[src/source/fpu_pkg.sv]
package fpu_pkg;

  // Major opcodes of the F extension
  localparam logic [6:0] OPC_FLOAD  = 7'b0000111;
  localparam logic [6:0] OPC_FSTORE = 7'b0100111;
  localparam logic [6:0] OPC_FP     = 7'b1010011;
  localparam logic [6:0] OPC_FMADD  = 7'b1000011;
  localparam logic [6:0] OPC_FMSUB  = 7'b1000111;
  localparam logic [6:0] OPC_FNMSUB = 7'b1001011;
  localparam logic [6:0] OPC_FNMADD = 7'b1001111;

  // Group codes in funct7[6:2] with fmt in funct7[1:0]
  localparam logic [4:0] F7_FADD     = 5'b00000;
  localparam logic [4:0] F7_FSUB     = 5'b00001;
  localparam logic [4:0] F7_FMUL     = 5'b00010;
  localparam logic [4:0] F7_FDIV     = 5'b00011;
  localparam logic [4:0] F7_FSQRT    = 5'b01011;
  localparam logic [4:0] F7_FSGNJ    = 5'b00100;
  localparam logic [4:0] F7_FMINMAX  = 5'b00101;
  localparam logic [4:0] F7_FCMP     = 5'b10100;
  localparam logic [4:0] F7_FMV_F2I  = 5'b11100;
  localparam logic [4:0] F7_FMV_I2F  = 5'b11110;
  localparam logic [4:0] F7_FCVT_F2I = 5'b11000;
  localparam logic [4:0] F7_FCVT_I2F = 5'b11010;

  localparam logic [2:0] FUNCT3_W = 3'b010;

  typedef union packed {
    struct packed {
      logic [6:0] funct7;
      logic [4:0] rs2;
      logic [4:0] rs1;
      logic [2:0] funct3;
      logic [4:0] rd;
      logic [6:0] opcode;
    } r;
    struct packed {
      logic [4:0] rs3;
      logic [1:0] fmt;
      logic [4:0] rs2;
      logic [4:0] rs1;
      logic [2:0] rm;
      logic [4:0] rd;
      logic [6:0] opcode;
    } r4;
  } fp_instr_u;

  typedef struct packed {
    logic sgnj;
    logic sgnjn;
    logic sgnjx;
    logic min;
    logic max;
    logic feq;
    logic flt;
    logic fle;
    logic fclass;
    logic fmv_f2i;
    logic fmv_i2f;
  } fp_op_s;

  typedef struct packed {
    fp_instr_u   instr;
    logic [31:0] int_data;  // Source of fmv.w.x
  } fp_req_s;

  typedef struct packed {
    fp_op_s      op;
    logic [4:0]  rd;
    logic [4:0]  rs1;
    logic [4:0]  rs2;
    logic [4:0]  rs3;
    logic        frden1;
    logic        frden2;
    logic        frden3;
    logic        fwren;  // FP register file target
    logic        wren;   // Integer target
    logic        legal;
    logic        supported;
    logic [31:0] int_data;
  } fp_ctrl_s;

  typedef struct packed {
    logic [31:0] rdata1;
    logic [31:0] rdata2;
    logic [31:0] rdata3;
  } fp_rdata_s;

  typedef struct packed {
    logic        valid;
    logic [4:0]  rd;
    logic [31:0] data;
    logic        to_fp;
    logic        to_int;
    logic        illegal;
    logic        unsupported;
  } fp_result_s;

endpackage
[src/source/fpu_top.sv]
`timescale 1ns/100ps

module fpu_top (
  input  logic               clk,
  input  logic               rst_n_i,
  input  logic               req_i,
  input  fpu_pkg::fp_req_s    req_data_i,
  output logic               ack_o,
  output fpu_pkg::fp_result_s result_o
);

  logic               issue;
  fpu_pkg::fp_req_s   issue_data;
  fpu_pkg::fp_ctrl_s  ctrl;
  fpu_pkg::fp_rdata_s rdata;

  fpu_issue_ctrl fpu_issue_ctrl_inst (
    .clk          (clk),
    .rst_n_i      (rst_n_i),
    .req_i        (req_i),
    .req_data_i   (req_data_i),
    .ack_o        (ack_o),
    .issue_o      (issue),
    .issue_data_o (issue_data)
  );

  fpu_decode fpu_decode_inst (
    .instr_i (issue_data),
    .valid_i (issue),
    .ctrl_o  (ctrl)
  );

  fpu_regfile fpu_regfile_inst (
    .clk     (clk),
    .rst_n_i (rst_n_i),
    .raddr_i ({ctrl.rs3, ctrl.rs2, ctrl.rs1}),
    .rd_o    (rdata),
    .we_i    (result_o.valid && result_o.to_fp),  // Writeback at the end of W
    .waddr_i (result_o.rd),
    .wdata_i (result_o.data)
  );

  fpu_execute fpu_execute_inst (
    .clk      (clk),
    .rst_n_i  (rst_n_i),
    .issue_i  (issue),
    .ctrl_i   (ctrl),
    .rd_i     (rdata),
    .result_o (result_o)
  );

endmodule

[src/source/fpu_execute.sv]
`timescale 1ns/100ps

module fpu_execute (
  input  logic               clk,
  input  logic               rst_n_i,
  input  logic               issue_i,
  input  fpu_pkg::fp_ctrl_s   ctrl_i,
  input  fpu_pkg::fp_rdata_s  rd_i,
  output fpu_pkg::fp_result_s result_o
);

  logic                x_valid;
  fpu_pkg::fp_ctrl_s   x_ctrl;
  fpu_pkg::fp_result_s w_next;
  logic [31:0] opa;
  logic [31:0] opb;
  logic [31:0] minmax;
  logic [9:0]  fclass;
  logic        a_nan;
  logic        b_nan;
  logic        both_zero;
  logic        lt_raw;
  logic        feq;
  logic        flt;
  logic        ok;

  always_ff @(posedge clk or negedge rst_n_i) begin
    if (!rst_n_i) x_valid <= 1'b0;
    else          x_valid <= issue_i;
  end

  always_ff @(posedge clk) begin
    if (issue_i) x_ctrl <= ctrl_i;
  end

  assign opa = x_ctrl.frden1 ? rd_i.rdata1 : '0;
  assign opb = x_ctrl.frden2 ? rd_i.rdata2 : '0;

  assign a_nan     = (opa[30:23] == 8'hff) && (opa[22:0] != '0);
  assign b_nan     = (opb[30:23] == 8'hff) && (opb[22:0] != '0);
  assign both_zero = (opa[30:0] == '0) && (opb[30:0] == '0);

  always_comb begin
    if (opa[31] != opb[31]) lt_raw = opa[31] && !both_zero;
    else if (opa[31])       lt_raw = opa[30:0] > opb[30:0];  // Both negative
    else                    lt_raw = opa[30:0] < opb[30:0];
  end

  assign feq = !(a_nan || b_nan) && ((opa == opb) || both_zero);
  assign flt = !(a_nan || b_nan) && lt_raw;

  always_comb begin
    if (a_nan && b_nan) minmax = 32'h7fc00000;  // Canonical NaN
    else if (a_nan)     minmax = opb;
    else if (b_nan)     minmax = opa;
    else if ((lt_raw || (both_zero && opa[31])) == x_ctrl.op.min) minmax = opa;
    else                minmax = opb;
  end

  always_comb begin
    logic is_neg;
    logic exp_max;
    logic exp_zero;
    logic man_zero;
    is_neg   = opa[31];
    exp_max  = (opa[30:23] == 8'hff);
    exp_zero = (opa[30:23] == 8'h00);
    man_zero = (opa[22:0] == '0);
    fclass[0] = is_neg && exp_max && man_zero;
    fclass[1] = is_neg && !exp_max && !exp_zero;
    fclass[2] = is_neg && exp_zero && !man_zero;
    fclass[3] = is_neg && exp_zero && man_zero;
    fclass[4] = !is_neg && exp_zero && man_zero;
    fclass[5] = !is_neg && exp_zero && !man_zero;
    fclass[6] = !is_neg && !exp_max && !exp_zero;
    fclass[7] = !is_neg && exp_max && man_zero;
    fclass[8] = a_nan && !opa[22];  // Signaling
    fclass[9] = a_nan && opa[22];
  end

  assign ok = x_ctrl.legal && x_ctrl.supported;

  always_comb begin
    w_next             = '0;
    w_next.valid       = x_valid;
    w_next.rd          = x_ctrl.rd;
    w_next.to_fp       = x_valid && ok && x_ctrl.fwren;
    w_next.to_int      = x_valid && ok && x_ctrl.wren;
    w_next.illegal     = x_valid && !x_ctrl.legal;
    w_next.unsupported = x_valid && x_ctrl.legal && !x_ctrl.supported;
    if (x_ctrl.op.sgnj)                      w_next.data = {opb[31], opa[30:0]};
    else if (x_ctrl.op.sgnjn)                w_next.data = {~opb[31], opa[30:0]};
    else if (x_ctrl.op.sgnjx)                w_next.data = {opa[31] ^ opb[31], opa[30:0]};
    else if (x_ctrl.op.min || x_ctrl.op.max) w_next.data = minmax;
    else if (x_ctrl.op.feq)                  w_next.data = {31'b0, feq};
    else if (x_ctrl.op.flt)                  w_next.data = {31'b0, flt};
    else if (x_ctrl.op.fle)                  w_next.data = {31'b0, flt || feq};
    else if (x_ctrl.op.fclass)               w_next.data = {22'b0, fclass};
    else if (x_ctrl.op.fmv_f2i)              w_next.data = opa;
    else if (x_ctrl.op.fmv_i2f)              w_next.data = x_ctrl.int_data;
  end

  always_ff @(posedge clk or negedge rst_n_i) begin
    if (!rst_n_i) result_o <= '0;
    else          result_o <= w_next;
  end

  one_target: assert property (@(posedge clk) disable iff (!rst_n_i)
    result_o.valid |-> !(result_o.to_fp && result_o.to_int));

endmodule

[src/source/fpu_regfile.sv]
`timescale 1ns/100ps

module fpu_regfile (
  input  logic              clk,
  input  logic              rst_n_i,
  input  logic [2:0][4:0]   raddr_i,  // rs1 in slot 0
  output fpu_pkg::fp_rdata_s rd_o,
  input  logic              we_i,
  input  logic [4:0]        waddr_i,
  input  logic [31:0]       wdata_i
);

  logic [31:0]     mem [32];
  logic [2:0][4:0] raddr_q;

  always_ff @(posedge clk or negedge rst_n_i) begin
    if (!rst_n_i) begin
      for (int i = 0; i < 32; i++) begin
        mem[i] <= '0;
      end
      raddr_q <= '0;
    end else begin
      raddr_q <= raddr_i;
      if (we_i) mem[waddr_i] <= wdata_i;
    end
  end

  // Reads land one cycle after the address
  assign rd_o.rdata1 = mem[raddr_q[0]];
  assign rd_o.rdata2 = mem[raddr_q[1]];
  assign rd_o.rdata3 = mem[raddr_q[2]];

endmodule

[src/source/fpu_decode.sv]
`timescale 1ns/100ps

module fpu_decode (
  input  fpu_pkg::fp_req_s  instr_i,
  input  logic             valid_i,
  output fpu_pkg::fp_ctrl_s ctrl_o
);

  fpu_pkg::fp_instr_u instr;
  fpu_pkg::fp_op_s    op;
  logic [2:0] rm;
  logic [4:0] rd;
  logic [4:0] rs1;
  logic [4:0] rs2;
  logic [4:0] rs3;
  logic       frden1;
  logic       frden2;
  logic       frden3;
  logic       fwren;
  logic       wren;
  logic       legal;
  logic       supported;

  assign instr = instr_i.instr;
  assign rm    = instr.r.funct3;

  always_comb begin
    op        = '0;
    rd        = instr.r.rd;
    rs1       = instr.r.rs1;
    rs2       = instr.r.rs2;
    rs3       = '0;
    frden1    = 1'b0;
    frden2    = 1'b0;
    frden3    = 1'b0;
    fwren     = 1'b0;
    wren      = 1'b0;
    legal     = 1'b1;
    supported = 1'b0;
    case (instr.r.opcode)
      fpu_pkg::OPC_FLOAD: begin
        fwren = 1'b1;
        legal = (instr.r.funct3 == fpu_pkg::FUNCT3_W);
      end
      fpu_pkg::OPC_FSTORE: begin
        frden2 = 1'b1;
        legal  = (instr.r.funct3 == fpu_pkg::FUNCT3_W);
      end
      fpu_pkg::OPC_FP: begin
        case (instr.r.funct7[6:2])
          fpu_pkg::F7_FADD, fpu_pkg::F7_FSUB, fpu_pkg::F7_FMUL, fpu_pkg::F7_FDIV: begin
            fwren  = 1'b1;
            frden1 = 1'b1;
            frden2 = 1'b1;
          end
          fpu_pkg::F7_FSQRT: begin
            fwren  = 1'b1;
            frden1 = 1'b1;
          end
          fpu_pkg::F7_FSGNJ: begin
            fwren  = 1'b1;
            frden1 = 1'b1;
            frden2 = 1'b1;
            case (rm)
              3'd0:    op.sgnj  = 1'b1;
              3'd1:    op.sgnjn = 1'b1;
              3'd2:    op.sgnjx = 1'b1;
              default: legal    = 1'b0;
            endcase
            supported = legal;
          end
          fpu_pkg::F7_FMINMAX: begin
            fwren  = 1'b1;
            frden1 = 1'b1;
            frden2 = 1'b1;
            case (rm)
              3'd0:    op.min = 1'b1;
              3'd1:    op.max = 1'b1;
              default: legal  = 1'b0;
            endcase
            supported = legal;
          end
          fpu_pkg::F7_FCMP: begin
            wren   = 1'b1;
            frden1 = 1'b1;
            frden2 = 1'b1;
            case (rm)
              3'd0:    op.fle = 1'b1;
              3'd1:    op.flt = 1'b1;
              3'd2:    op.feq = 1'b1;
              default: legal  = 1'b0;
            endcase
            supported = legal;
          end
          fpu_pkg::F7_FMV_F2I: begin
            wren   = 1'b1;
            frden1 = 1'b1;
            case (rm)
              3'd0:    op.fmv_f2i = 1'b1;
              3'd1:    op.fclass  = 1'b1;
              default: legal      = 1'b0;
            endcase
            supported = legal;
          end
          fpu_pkg::F7_FMV_I2F: begin
            fwren      = 1'b1;
            op.fmv_i2f = 1'b1;
            supported  = 1'b1;
          end
          fpu_pkg::F7_FCVT_F2I: begin
            wren   = 1'b1;
            frden1 = 1'b1;
          end
          fpu_pkg::F7_FCVT_I2F: fwren = 1'b1;
          default:              legal = 1'b0;
        endcase
      end
      fpu_pkg::OPC_FMADD, fpu_pkg::OPC_FMSUB, fpu_pkg::OPC_FNMSUB, fpu_pkg::OPC_FNMADD: begin
        rs3    = instr.r4.rs3;  // rd, rs1 and rs2 sit where the r view has them
        fwren  = 1'b1;
        frden1 = 1'b1;
        frden2 = 1'b1;
        frden3 = 1'b1;
      end
      default: legal = 1'b0;
    endcase
  end

  always_comb begin
    ctrl_o.op        = valid_i ? op : '0;
    ctrl_o.rd        = rd;
    ctrl_o.rs1       = rs1;
    ctrl_o.rs2       = rs2;
    ctrl_o.rs3       = rs3;
    ctrl_o.frden1    = frden1 & valid_i;
    ctrl_o.frden2    = frden2 & valid_i;
    ctrl_o.frden3    = frden3 & valid_i;
    ctrl_o.fwren     = fwren & valid_i;
    ctrl_o.wren      = wren & valid_i;
    ctrl_o.legal     = legal;
    ctrl_o.supported = supported;
    ctrl_o.int_data  = instr_i.int_data;
  end

endmodule

[src/source/fpu_issue_ctrl.sv]
`timescale 1ns/100ps

module fpu_issue_ctrl (
  input  logic            clk,
  input  logic            rst_n_i,
  input  logic            req_i,
  input  fpu_pkg::fp_req_s req_data_i,
  output logic            ack_o,
  output logic            issue_o,
  output fpu_pkg::fp_req_s issue_data_o
);

  typedef enum logic [1:0] {IDLE, CAPTURE, HOLD} state_e;

  state_e state;

  always_ff @(posedge clk or negedge rst_n_i) begin
    if (!rst_n_i) begin
      state <= IDLE;
    end else begin
      case (state)
        IDLE:    if (req_i) state <= CAPTURE;
        CAPTURE: state <= req_i ? HOLD : IDLE;
        HOLD:    if (!req_i) state <= IDLE;
        default: state <= IDLE;
      endcase
    end
  end

  always_ff @(posedge clk) begin
    if (state == IDLE && req_i) issue_data_o <= req_data_i;  // Request word is stable with req
  end

  assign ack_o   = (state != IDLE);
  assign issue_o = (state == CAPTURE);

  ack_after_req: assert property (@(posedge clk) disable iff (!rst_n_i)
    $rose(ack_o) |-> $past(req_i));

  issue_one_cycle: assert property (@(posedge clk) disable iff (!rst_n_i)
    issue_o |=> !issue_o);

endmodule

[config.mk]
export PLATFORM = sky130hd
export DESIGN_NAME = fpu_top
export DESIGN_NICKNAME = d
export VERILOG_FILES = /design/src/source/fpu_pkg.sv /design/src/source/fpu_top.sv /design/src/source/fpu_execute.sv /design/src/source/fpu_regfile.sv /design/src/source/fpu_decode.sv /design/src/source/fpu_issue_ctrl.sv
export SDC_FILE = /design/constraint.sdc
export NUM_CORES = 2
export LEC_CHECK = 0
export BUFFER_PORTS_ARGS = -buffer_cell sky130_fd_sc_hd__buf_4
export CORE_AREA = 2 2 317 319
export CTS_CLUSTER_SIZE = 10
export DETAILED_ROUTE_END_ITERATION = 8
export DIE_AREA = 0 0 319 321
export PLACE_DENSITY = 0.87
export SLEW_MARGIN = 40
export SYNTH_ARGS = -nofsm -noshare
export SYNTH_HDL_FRONTEND = slang
export SYNTH_SLANG_ARGS = --single-unit
[constraint.sdc]
create_clock -name clk -period 6.4 [get_ports clk]
set_clock_uncertainty 0.05 [all_clocks]
set_input_delay 1.28 -clock clk [delete_from_list [all_inputs] [get_ports clk]]
set_output_delay 1.28 -clock clk [all_outputs]
set_load 0.02 [all_outputs]
==> results.cfg <==
[status]
status = finished, final reports clean

[yosys]
synth_most_common_cell = mux2_2
synth_top_area_share = 0.430
netlist_top_cells_count = mux2_2 (1,242), dfrtp_1 (1,079), mux4_2 (417)
asyncSetResetFlopFracSynth = 0.903
yosysUniqueCellTypes = 71
yosys.area_share.simple = 0.0275
synth_edf_count = 116
synth-seq-cells = 1195
yosysSeqAreaShare = 0.486
synth_top_family_by_area = multiplexers
synth_compound_area_frac = 0.0486
synth_mux_area_frac = 0.399
synth_fa_ha_area_frac = 0.00618
synth-main-ff-cell = dfrtp_1
syn_area_sq_um = 62700
syn_nets = 4371
synth_cells = 4273
synthTopCellsByArea = dfrtp_1 (43%), mux2_2 (22%), mux4_2 (15%), edfxtp_1 (5.6%), mux2i_1 (2.6%)
yosys.area_share.xor_xnor = 0.000140
synth_warnings = 0
yosysTopAreaCell = dfrtp_1
avgSynthCellArea_sq_um = 14.7

[worst_setup_path]
worstReg2RegEnd = fpu_execute_inst.result_o[20]
cp.required_ns = 7.02
r2r_cells = 19
crit_fanout = 20
crit_type = reg -> reg
endpoint_kind = register
critPathLaunchType = register
crit_arrival_ns = 6.91
r2r_slack_ns = 0.10
r2r-start = fpu_regfile_inst.raddr_q[1]

[route]
drt_wl_total_mm = 197
wl_per_cell_um = 34.7
final_antenna_net_count = 0
drt_pre_antenna_iters = 8
drcViolationCount = 0
avgViaCountPerCell = 7.54
vias = 42858
dr.first_iter.drc_count = 5661

[floorplan]
row_count = 116
initial_core_util = 0.632
dieHeight_um = 321
io_pins = 110
die_w_um = 319
dieArea_sq_um = 102000
core_area_sq_um = 99300

[clock_tree]
numCtsBuffers = 138
clock_sinks = 1195
clock_path_buffers = 3
root_buffer = clkbuf_16
clk_pin_slew_ns = 0.06
cts_max_level = 4
cts_tree = built
clk_latency_ns = 0.78

[power_and_ir_drop]
finalPower_uw = 17200
power.density_nw_per_um2 = 245
vdd_drop_max_mv = 0.306
leakage_uw = 0.0319

[sta]
whs_ns = 0.295
hold_viol_final = 0
rsz0062_at_grt = false
slew_violations = 0
post-route-min-period_ns = 6.30
tns_ns = 0
fin_crit_sh = 0.984
setup_viol = 0
maxSlewHeadroom = 0.329
tightest_slew_ns = 1.00
fmax_mhz = 159

[min_path]
min_from = fpu_issue_ctrl_inst.issue_data_o[54]
min_path_type = reg -> reg
min_to = fpu_regfile_inst.raddr_q[7]
min_path_cells = 0

[final_layout]
final-seq-area_sq_um = 30500
multi_input_area_sq_um = 30400
fillers = 6027
fin_util = 0.704
fin_cells = 5686
syn_to_final_growth_pct = 11.4
final_nets = 4420
drive_above_1_share = 0.515

[grt]
grt-ovfl-total = 0
grt_max_degree = 128
globalRouteTotalUtil = 0.391
grt_pass1_wl_mm = 294
first_global_vias = 45041
grt_antenna_before_repair = 1

[placed_design]
dp_cells = 5472
port_buffers = 107
gp_congestion = 0.981
hpwl_mm = 119

[run]
max-cap-violations = 0
layout make-up:
class,instances,share of cell area
Antenna cell,8,0.000286
Clock inverter,17,0.00503
Tap cell,1298,0.0232
Multi-Input combinational cell,2615,0.435
Inverter,51,0.00277
Clock buffer,181,0.0519
Sequential cell,1195,0.437
Timing Repair Buffer,321,0.0445
worst max-delay path by stage:
stage / startpoint / to / slack (ns) / cells after the start
final: fpu_regfile_inst.raddr_q[1] / fpu_execute_inst.result_o[20] / 0.10 / 19
after global routing: fpu_regfile_inst.raddr_q[1] / fpu_execute_inst.result_o[20] / 0.04 / 18
after CTS: fpu_regfile_inst.raddr_q[5] / fpu_execute_inst.result_o[29] / 0.16 / 17
after detailed placement: fpu_regfile_inst.raddr_q[5] / fpu_execute_inst.result_o[28] / 0.26 / 17
after global placement: fpu_regfile_inst.raddr_q[5] / fpu_execute_inst.result_o[33] / 0.30 / 17
after floorplan: fpu_regfile_inst.raddr_q[6] / fpu_execute_inst.result_o[34] / 0.81 / 25
cells by family (layout without fill, tap and decap cells):
group	Yosys count	after routing
simple gates	351	351
mux	1823	1823
flops	1195	1195
other cells	0	8
fa+ha+maj	31	31
buf+inv	463	570
xor+xnor	1	1
compound gates	409	409
worst max-delay path: stages, from the launching register on:
cell and delay [ns]:
dfrtp_4 0.72, buf_12 0.26, mux4_2 0.52, mux2_2 0.29, o221ai_1 0.36, a31oi_1 0.19, ha_1 0.32, a21o_1 0.18
a21o_1 0.18, a221o_1 0.29, a221oi_1 0.48, o21ai_0 0.22, or3_1 0.44, a31o_2 0.29, a21o_2 0.24, a211oi_4 0.40
and2_4 0.27, nor2_4 0.05, buf_12 0.16, o221ai_1 0.21
cell usage in the layout (no fill, tap or decap), drive strengths merged, types with 10 or more instances in the layout:
| cell type | instances |
|---|---|
| nand3 | 42 |
| buf | 321 |
| clkbuf | 181 |
| o2111ai | 27 |
| dfrtp | 1079 |
| a21oi | 36 |
| o211ai | 29 |
| nor4 | 13 |
| nand2 | 133 |
| ha | 31 |
| edfxtp | 116 |
| inv | 56 |
| a22oi | 58 |
| o21ai | 50 |
| o22ai | 15 |
| a31o | 13 |
| nor2b | 16 |
| nand4 | 15 |
| mux2 | 1242 |
| mux4 | 417 |
| nor2 | 64 |
| clkinv | 10 |
| mux2i | 164 |
| a31oi | 60 |
| o221ai | 74 |
metrics by stage:
stage | cell area (sq um) | worst slack (ns)
6_report | 69900 | 0.105
3_5_place_dp | 65800 | 0.259
4_1_cts | 69700 | 0.160
5_1_grt | 69900 | 0.0414
2_1_floorplan | 62700 | 0.814
3_3_place_gp | 65400 | 0.299
sequential cells by signal (all words and copies together) (netlist names):
name / flops
fpu_regfile_inst.mem: 1024
fpu_issue_ctrl_inst.issue_data_o: 62
fpu_execute_inst.x_ctrl: 49
fpu_execute_inst.result_o: 42
fpu_regfile_inst.raddr_q: 10
fpu_execute_inst.w_next: 5
fpu_issue_ctrl_inst.state: 2
fpu_execute_inst.x_valid: 1
layer usage:
layer	up-vias	wire [um]	track usage
met3	843	26900	0.135
met1	22092	70000	0.508
met5	-	0	0.00142
met2	3348	87100	0.569
li1	16575	-	-
met4	0	13100	0.241
where the power goes:
part | switching [uW] | internal (uW) | total (uW)
logic | 1180 | 641 | 1820
registers | 278 | 7810 | 8090
clock network | 3180 | 4060 | 7250
what timing repair did:
item                                   in CTS  in global routing
setup buffers                               0                  5
setup endpoints to repair                   0                 17
endpoints found under the hold margin       0                  0
gates resized for setup                     0                  2
hold buffers                                0                  0
(Power assumes the default switching activity.)
